File: config.mk
export PLATFORM = sky130hd
export DESIGN_NAME = mem_stage
export DESIGN_NICKNAME = d
export VERILOG_FILES = /design/src/verilog/cpu_types_pkg.sv /design/src/verilog/mem_stage.sv
export SDC_FILE = /design/constraint.sdc
export NUM_CORES = 1
export LEC_CHECK = 0
export ABC_AREA = 1
export BUFFER_PORTS_ARGS = -buffer_cell sky130_fd_sc_hd__buf_4
export CELL_PAD_IN_SITES_DETAIL_PLACEMENT = 2
export CELL_PAD_IN_SITES_GLOBAL_PLACEMENT = 2
export CORE_MARGIN = 3
export CORE_UTILIZATION = 10
export DETAILED_ROUTE_END_ITERATION = 8
export GPL_TIMING_DRIVEN = 0
export MAX_ROUTING_LAYER = met4
export PLACE_DENSITY_LB_ADDON = 0.1
export SKIP_LAST_GASP = 1
export SLEW_MARGIN = 20
export SYNTH_ARGS = -nofsm -noshare
export SYNTH_HDL_FRONTEND = slang
export SYNTH_SLANG_ARGS = --single-unit
File: constraint.sdc
create_clock -name vclk -period 0.8
set_input_delay 0.08 -clock vclk [all_inputs]
set_output_delay 0.08 -clock vclk [all_outputs]
set_load 0.05 [all_outputs]
File: src/verilog/cpu_types_pkg.sv
// shared types for the ex/mem slice; RAM_WAIT must be at least 1 and RAM_WORDS a power of two
package cpu_types_pkg;

    // --------------------------------------------------
    // words and fields
    // --------------------------------------------------
    typedef logic [31:0] word_t;     // data, address or instruction
    typedef logic [4:0]  regbits_t;  // register write select
    typedef logic [4:0]  shamt_t;    // shift amount

    localparam regbits_t REG_RA = 5'd31;  // jal link register

    // --------------------------------------------------
    // alu operations
    // --------------------------------------------------
    typedef enum logic [3:0] {
        ALU_ADD  = 4'd0,
        ALU_SUB  = 4'd1,
        ALU_AND  = 4'd2,
        ALU_OR   = 4'd3,
        ALU_XOR  = 4'd4,
        ALU_NOR  = 4'd5,
        ALU_SLT  = 4'd6,   // signed compare
        ALU_SLTU = 4'd7,
        ALU_SLL  = 4'd8,   // shifts act on operand b by shamt
        ALU_SRL  = 4'd9,
        ALU_SRA  = 4'd10
    } aluop_t;

    // --------------------------------------------------
    // data memory
    // --------------------------------------------------
    localparam int unsigned RAM_WORDS = 256;
    typedef logic [$clog2(RAM_WORDS)-1:0] ramaddr_t;  // word index

    // cycles a request waits before the hit cycle
    localparam int unsigned RAM_WAIT   = 2;
    localparam int unsigned RAM_WAIT_W = $clog2(RAM_WAIT + 1);

endpackage

File: src/verilog/mem_stage.sv
// memory stage logic; outputs are meaningful only while stall is low
module mem_stage (
    input  logic                    dren,
    input  logic                    dwen,
    input  logic                    regwr,
    input  logic                    memtoreg,
    input  logic                    beq,
    input  logic                    bne,
    input  logic                    jump,
    input  logic                    jr,
    input  logic                    zero,
    input  logic                    halt,
    input  cpu_types_pkg::word_t    alu_out,
    input  cpu_types_pkg::word_t    rdat1,
    input  cpu_types_pkg::word_t    rdat2,
    input  cpu_types_pkg::word_t    branch_addr,
    input  cpu_types_pkg::word_t    jump_addr,
    input  cpu_types_pkg::regbits_t wsel,
    input  logic                    dhit,
    input  cpu_types_pkg::word_t    ram_rdata,
    output logic                    ram_ren,
    output logic                    ram_wen,
    output cpu_types_pkg::ramaddr_t ram_addr,
    output cpu_types_pkg::word_t    ram_wdata,
    output logic                    stall,
    output logic                    wb_regwr,
    output cpu_types_pkg::regbits_t wb_wsel,
    output cpu_types_pkg::word_t    wb_data,
    output logic                    redirect,
    output cpu_types_pkg::word_t    redirect_addr,
    output logic                    halt_out
);

    // --------------------------------------------------
    // data memory side
    // --------------------------------------------------
    assign ram_ren   = dren;
    assign ram_wen   = dwen;
    assign ram_addr  = alu_out[2 +: $bits(cpu_types_pkg::ramaddr_t)];  // byte to word
    assign ram_wdata = rdat2;

    assign stall = (dren | dwen) & ~dhit;

    // writeback
    assign wb_regwr = regwr & ~stall;
    assign wb_wsel  = wsel;
    assign wb_data  = memtoreg ? ram_rdata : alu_out;

    // --------------------------------------------------
    // pc redirect
    // --------------------------------------------------
    assign redirect = (beq & zero) | (bne & ~zero) | jump | jr;

    always_comb begin
        if (jr) begin
            redirect_addr = rdat1;
        end else if (jump) begin
            redirect_addr = jump_addr;
        end else begin
            redirect_addr = branch_addr;
        end
    end

    assign halt_out = halt;

endmodule

==> flow_metrics.env <==
export IMPL_crit_start="jump"
export IMPL_fin_util=0.303
export IMPL_violations="negative setup slack"
export IMPL_finalCritPeriodShare=1.06
export IMPL_nClkBuffers=0
export IMPL_power_switching_share=0.563
export IMPL_rsz0062_at_grt="true"
export IMPL_worstSetupEndpointType="output port"
export IMPL_grt_pass1_vias=3820
export IMPL_grt_max_degree=12
export IMPL_num_antenna_cells=0
export IMPL_die_y_um=143
export IMPL_fmax_mhz=1180
export IMPL_setup_viol=31
export IMPL_firstDrtPassIters=4
export IMPL_core_area_mm2=0.0183
export IMPL_hold_worst_slack_ns=0.415
export IMPL_finalPower_uw=4560
export IMPL_vias_per_cell=3.79
export IMPL_fin_nets=902
export IMPL_routabilityCongestion=0.715
export IMPL_layout_setup_ws_ns=-0.0456
export IMPL_n_sequential_cell=0
export IMPL_status="complete, but fails checks"
export IMPL_row_count=49
export IMPL_avgSynthCellArea_um2=4.74
export IMPL_dpl_hpwl_mm=11.7
export IMPL_critPathKind="primary input to output port"
export IMPL_p_sw_uw=2570
export IMPL_cp_max_fo=10
export IMPL_seqPwrFrac=0
export IMPL_period_minus_slack_ns=0.846
export IMPL_critPathCapture="redirect_addr[14]"
export IMPL_slew_violations=0
export IMPL_portBuffers=282
export IMPL_max_vdd_ir_drop_mv=0.307
export IMPL_p_per_area_mw_per_mm2=825
export IMPL_slew_headroom=0.901
export IMPL_drt_iter0_markers=47
export IMPL_drive_above_1_share=0.676
export IMPL_clockPowerShare=0
export IMPL_vias=3491
export IMPL_cap_violations=0
export IMPL_power_leakage_uw=0.00317
export IMPL_drtAntennaViolNets=0
export IMPL_routed_wl_mm=13.9
export IMPL_stdcell_area_mm2=0.00553
export IMPL_cp_start_kind="primary input"
export IMPL_grt_usage=0.122
export IMPL_synth_cells=399
export IMPL_synthesis_area_mm2=0.00189
export IMPL_worstPathRequired_ns=0.72
export IMPL_die_area_mm2=0.0206
export IMPL_area_sequential_um2=0
export IMPL_die_width_um=143
export IMPL_initial_core_util=0.103
export IMPL_yosysUniqueCellTypes=13
export IMPL_synth_warnings=0
export IMPL_area_growth_pct=193
export IMPL_overflow=0
export IMPL_worst_pin_slew_ns=0.148
export IMPL_finalHoldViolCount=0
export IMPL_grt_first_pass_wirelength_mm=19.6
export IMPL_holdPathStages=2
export IMPL_antenna_found_initial=0
export IMPL_place_ws_ns=-0.215
export IMPL_p_int_uw=1990
export IMPL_drc=0
export IMPL_io_pins=323
export IMPL_placed_area_mm2=0.00469
export IMPL_arrival_ns=0.77
export IMPL_routedWlPerCell_um=15.0
export IMPL_synth_seq_area_share=0
export IMPL_p_comb_frac=1.000
export IMPL_syn_nets=607
export IMPL_min_path_type="primary input to output port"
[critical path: stages]
cell and delay, ns:
buf_12 0.13, inv_16 0.08, buf_12 0.12, nand2_1 0.05, nand3_1 0.09, nand2_2 0.06, buf_6 0.15
[metal layers]
| layer | track usage | share of wire | up-vias |
|---|---|---|---|
| met5 | - | 0 | - |
| met2 | 0.245 | 0.57 | 165 |
| li1 | - | - | 1691 |
| met3 | 0.0110 | 0.060 | 6 |
| met4 | 0.00793 | 0.0087 | 0 |
| met1 | 0.134 | 0.36 | 1629 |
[layout make-up]
type,count,area [um2]
Inverter,100,404
Buffer,69,706
Fill cell,2199,12700
Timing Repair Buffer,293,2640
Tap cell,229,287
Multi-Input combinational cell,230,1500
[cells in the mapped netlist (all sizes together)]
cell	instances	area [um2]
nor2	3	11.3
nand3	32	160
o21ai	32	160
a21oi	2	10.0
buf	69	539
nand2	161	629
inv	100	380
[power groups by stage]
stage,Combinational (uW),Clock [uW],Sequential [uW]
3_3_place_gp,3960,0,0
4_1_cts,4490,0,0
5_1_grt,4830,0,0
2_1_floorplan,2530,0,0
6_report,4560,0,0
3_5_place_dp,4020,0,0
[what timing repair did]
| item | CTS | global route |
|---|---|---|
| endpoints found under the hold margin | 0 | 0 |
| setup buffers | 1 | 2 |
| gates cloned | 3 | 5 |
| setup endpoints to repair | 65 | 60 |
| gates resized for setup | 147 | 22 |
| hold buffers | 0 | 0 |
| pin swaps | 7 | 4 |
[stage by stage]
step,TNS [ns],instances
2_1_floorplan,-1.39,399
3_3_place_gp,-9.80,910
3_5_place_dp,-10.12,910
4_1_cts,-1.54,914
5_1_grt,-2.31,921
6_report,-0.876,921
[cell families (layout without fill, tap and decap cells)]
| logic type | Yosys count | after routing | share of synthesized area |
|---|---|---|---|
| simple gates | 196 | 196 | 0.424 |
| buf+inv | 169 | 462 | 0.486 |
| compound gates | 34 | 34 | 0.0900 |
[how the worst min path moves through the flow]
stage               from             to
6_report        rdat2[2]   ram_wdata[2]
5_1_grt        rdat2[12]  ram_wdata[12]
4_1_cts         rdat2[2]   ram_wdata[2]
3_5_place_dp    rdat2[2]   ram_wdata[2]
3_3_place_gp    rdat2[9]   ram_wdata[9]
2_1_floorplan       dhit          stall
[layout by cell type (no fill, tap or decap)]
cell type,instances
nand2_1,105
clkbuf_16,5
inv_16,1
a21oi_1,1
buf_6,50
nand3_2,14
inv_1,98
nor2_4,2
buf_4,271
o21ai_2,4
nand2_2,53
o21ai_4,26
nand2_4,3
buf_16,3
a21oi_2,1
inv_12,1
nand3_1,18
nor2_2,1
buf_8,25
o21ai_1,2
buf_12,8
Note: power is estimated with default switching activity, not from simulation.
