### src/verilog/cpu_types_pkg.sv
// shared types for the ex/mem slice; RAM_WAIT must be at least 1 and RAM_WORDS a power of two
package cpu_types_pkg;

    // --------------------------------------------------
    // words and fields
    // --------------------------------------------------
    typedef logic [31:0] word_t;     // data, address or instruction
    typedef logic [4:0]  regbits_t;  // register write select
    typedef logic [4:0]  shamt_t;    // shift amount

    localparam regbits_t REG_RA = 5'd31;  // jal link register

    // --------------------------------------------------
    // alu operations
    // --------------------------------------------------
    typedef enum logic [3:0] {
        ALU_ADD  = 4'd0,
        ALU_SUB  = 4'd1,
        ALU_AND  = 4'd2,
        ALU_OR   = 4'd3,
        ALU_XOR  = 4'd4,
        ALU_NOR  = 4'd5,
        ALU_SLT  = 4'd6,   // signed compare
        ALU_SLTU = 4'd7,
        ALU_SLL  = 4'd8,   // shifts act on operand b by shamt
        ALU_SRL  = 4'd9,
        ALU_SRA  = 4'd10
    } aluop_t;

    // --------------------------------------------------
    // data memory
    // --------------------------------------------------
    localparam int unsigned RAM_WORDS = 256;
    typedef logic [$clog2(RAM_WORDS)-1:0] ramaddr_t;  // word index

    // cycles a request waits before the hit cycle
    localparam int unsigned RAM_WAIT   = 2;
    localparam int unsigned RAM_WAIT_W = $clog2(RAM_WAIT + 1);

endpackage

### src/verilog/ex_mem_latch.sv
// ex/mem register; upstream must hold its values while stall is high
module ex_mem_latch (
    input  logic                    CLK,
    input  logic                    nRST,
    input  logic                    stall,
    input  logic                    dren,
    input  logic                    dwen,
    input  logic                    regwr,
    input  logic                    memtoreg,
    input  logic                    beq,
    input  logic                    bne,
    input  logic                    jump,
    input  logic                    jr,
    input  logic                    halt,
    input  logic                    zero,
    input  cpu_types_pkg::word_t    alu_out,
    input  cpu_types_pkg::word_t    rdat1,
    input  cpu_types_pkg::word_t    rdat2,
    input  cpu_types_pkg::word_t    branch_addr,
    input  cpu_types_pkg::word_t    jump_addr,
    input  cpu_types_pkg::regbits_t wsel,
    output logic                    dren_out,
    output logic                    dwen_out,
    output logic                    regwr_out,
    output logic                    memtoreg_out,
    output logic                    beq_out,
    output logic                    bne_out,
    output logic                    jump_out,
    output logic                    jr_out,
    output logic                    halt_out,
    output logic                    zero_out,
    output cpu_types_pkg::word_t    alu_out_out,
    output cpu_types_pkg::word_t    rdat1_out,
    output cpu_types_pkg::word_t    rdat2_out,
    output cpu_types_pkg::word_t    branch_addr_out,
    output cpu_types_pkg::word_t    jump_addr_out,
    output cpu_types_pkg::regbits_t wsel_out
);

    always_ff @(posedge CLK or negedge nRST) begin
        if (!nRST) begin
            dren_out        <= 1'b0;
            dwen_out        <= 1'b0;
            regwr_out       <= 1'b0;
            memtoreg_out    <= 1'b0;
            beq_out         <= 1'b0;
            bne_out         <= 1'b0;
            jump_out        <= 1'b0;
            jr_out          <= 1'b0;
            halt_out        <= 1'b0;
            zero_out        <= 1'b0;
            alu_out_out     <= '0;
            rdat1_out       <= '0;
            rdat2_out       <= '0;
            branch_addr_out <= '0;
            jump_addr_out   <= '0;
            wsel_out        <= '0;
        end else if (!stall) begin  // hold everything while memory waits
            dren_out        <= dren;
            dwen_out        <= dwen;
            regwr_out       <= regwr;
            memtoreg_out    <= memtoreg;
            beq_out         <= beq;
            bne_out         <= bne;
            jump_out        <= jump;
            jr_out          <= jr;
            halt_out        <= halt;
            zero_out        <= zero;
            alu_out_out     <= alu_out;
            rdat1_out       <= rdat1;
            rdat2_out       <= rdat2;
            branch_addr_out <= branch_addr;
            jump_addr_out   <= jump_addr;
            wsel_out        <= wsel;
        end
    end

endmodule

### config.mk
export PLATFORM = sky130hd
export DESIGN_NAME = ex_mem_latch
export DESIGN_NICKNAME = d
export VERILOG_FILES = /design/src/verilog/cpu_types_pkg.sv /design/src/verilog/ex_mem_latch.sv
export SDC_FILE = /design/constraint.sdc
export NUM_CORES = 1
export LEC_CHECK = 0
export BUFFER_PORTS_ARGS = -buffer_cell sky130_fd_sc_hd__buf_2
export CAP_MARGIN = 30
export CORE_UTILIZATION = 30
export DETAILED_ROUTE_END_ITERATION = 10
export GPL_TIMING_DRIVEN = 0
export SLEW_MARGIN = 25
export SYNTH_ARGS = -nofsm -noshare
export SYNTH_HDL_FRONTEND = slang
export SYNTH_SLANG_ARGS = --single-unit
export TNS_END_PERCENT = 50
### constraint.sdc
create_clock -name CLK -period 2.1 [get_ports CLK]
set_input_delay 0.42 -clock CLK [delete_from_list [all_inputs] [get_ports CLK]]
set_output_delay 0.42 -clock CLK [all_outputs]
set_load 0.005 [all_outputs]
==> metrics <==
status finished clean; Reg clk slew, reported paths 0.07 ns; Vias/cell 4.32; Arr. time, crit path 0.95 ns; critical path's slowest cell dfrtp_1; clock sink count 175; syn nets 547; Fin. Hold Viols 0; Die Height 150 microns; Core Footprint 21200 sq um; Final HPWL DP 12100 microns; DRT iter0 DRCs 71; non-filler cells, final 1030; Final min period 1.37 ns; Synth-to-Final Area Change 41.9%; final setup vio count 0; largest net degree at the start of global routing 88; critical path class flip-flop to output pin; DRT Wirelength 16100 microns; CP endpoint kind output pin; global-route wire length before repair 23600 microns; Final Worst Setup Slack 0.727 ns; num rows 53; Clock Tree Root clkbuf_16; critical path cell sequence buf_2; Initial Utilization 0.308; Max H-tree Level 4; Setup crit start kind flip-flop; RSZ-0062 raised after global routing false; fillers 2010; Nets 920; Worst Skew 0 ns; area leader, netlist dfrtp_1; WL per Instance 15.6 microns; Clock Latency Late Sink 0.42 ns; top cells by area, synth dfrtp_1 (67%), mux2_2 (30%), buf_6 (2.6%), buf_4 (0.23%), buf_2 (0.15%); CP top delay family flip-flops; DRC 0; buffers plus inverters on the worst setup path 1; Worst slew margin 0.685; GR Overflow Total 0; die width 150 microns; Worst EP required 1.68 ns; Synth Register Bits 175; Power per Cell Area 867 nW/um^2; maximum vdd drop 0.561 mV; switching share of total power 0.249; via count 4445; port bufs 351; Ys Warns 0; initial antenna violation count 1; Total GRT Usage 0.140; first drt pass iteration count 4; Reg power frac 0.479; max-slew violation count 0; GP Congestion 0.709; Num CTS Buffers 17; mean area per synthesized cell 17.7 sq um; sw power 2000 uW; Clock Path Buffers 2; layout cell share with drive strength beyond 1 0.763; worst hold path type input pin to flip-flop; ant diodes 0; P_leak 0.00453 uW; Final Cycle Share 0.654; vias in the first global route 4554; IO Count 353; max frequency 729 MHz; CP Max Fanout 2; Syn Inst Count 369; Critical Path Max Stage Delay 0.40 ns; Internal 6050 uW; Post-CTS Setup Repair Bufs 0; transition time of the tightest slew-check pin 0.472 ns; combinational fraction of design power 0.140; setup slack at placement 0.742 ns; CTS tree built; Max Cap Viol 0; cell area after synthesis 6540 sq um; clock power share 0.381; post-route antenna net violation count 0; die footprint 22400 sq um; sequential element share of the synthesized area 0.669; library cells used by synthesis 5; # placed instances 997; top-area cell type share of the netlist area 0.669
## through the flow
step	utilization	total power (uW)	hold WS, ns	setup TNS (ns)	cell area, sq um
2_1_floorplan	-	4390	0.124	0	6540
3_3_place_gp	0.407	5040	0.482	-417.93	8640
3_5_place_dp	0.410	5080	0.213	0	8710
4_1_cts	0.438	8220	0.195	0	9280
5_1_grt	0.438	8430	0.194	0	9280
6_report	0.438	8050	0.224	0	9280
## cells by family (layout without fill, tap and decap cells)
| kind of cell | after synthesis | count (layout) | synth area share |
|---|---|---|---|
| mux | 175 | 175 | 0.301 |
| flops | 175 | 175 | 0.669 |
| buf+inv | 19 | 405 | 0.0296 |
## final timing paths
| path | from | endpoint | slack, ns | cells after the start |
|---|---|---|---|---|
| min in group asynchronous | nRST | rdat1_out[23]$_DFFE_PN0N_ | 0.38 | 2 |
| min reg2reg | jump_addr_out[21]$_DFFE_PN0N_ | jump_addr_out[21]$_DFFE_PN0N_ | 0.50 | 1 |
| max reg2reg | branch_addr_out[10]$_DFFE_PN0N_ | branch_addr_out[10]$_DFFE_PN0N_ | 1.31 | 1 |
| max | branch_addr_out[10]$_DFFE_PN0N_ | branch_addr_out[10] | 0.73 | 1 |
| max in group asynchronous | nRST | branch_addr_out[22]$_DFFE_PN0N_ | 1.08 | 3 |
| min | branch_addr[0] | branch_addr_out[0]$_DFFE_PN0N_ | 0.22 | 2 |
## flip-flops by register name, summed over array words and instances, names as in the netlist, 5 cells and up
register,flops
rdat1_out,32
jump_addr_out,32
branch_addr_out,32
rdat2_out,32
alu_out_out,32
wsel_out,5
## synthesized netlist by cell type
| master | count |
|---|---|
| buf_4 | 2 |
| buf_6 | 15 |
| dfrtp_1 | 175 |
| mux2_2 | 175 |
| buf_2 | 2 |
## routing by layer
metal	global-route usage	part of all wire
met5	0	0.00062
met4	0.0545	0.016
met3	0.0543	0.085
met2	0.245	0.51
met1	0.151	0.39
## placed cells by master (no fill, tap or decap)
master           n
mux2_2         175
dlygate4sd3_1    1
clkinvlp_4       3
inv_6            3
inv_8            2
buf_8            1
buf_16           2
buf_4            2
clkbuf_16       17
bufinv_16        1
clkbuf_1         3
dfrtp_1        175
buf_2          352
buf_6           15
clkinv_4         3
## what timing repair did
action,CTS,global route
gates resized for setup,0,0
endpoints found under the hold margin,2,0
hold buffers,1,0
setup endpoints to repair,0,0
## final cells by class
cell class | count | area, sq um | area share
repair buffers | 354 | 1830 | 0.197
clock buffers | 20 | 437 | 0.0470
clock inverters | 12 | 128 | 0.0137
well taps | 275 | 344 | 0.0371
flip-flops and latches | 175 | 4380 | 0.472
multi-input cells | 175 | 1970 | 0.212
plain buffers | 19 | 194 | 0.0209
## power by group through the flow
stage,logic (uW),clock network [uW],registers [uW]
2_1_floorplan,429,0,3960
3_3_place_gp,1130,0,3910
3_5_place_dp,1160,0,3920
4_1_cts,1160,3200,3860
5_1_grt,1240,3300,3900
6_report,1130,3070,3850
No activity file was read; power rests on OpenSTA's default activity.
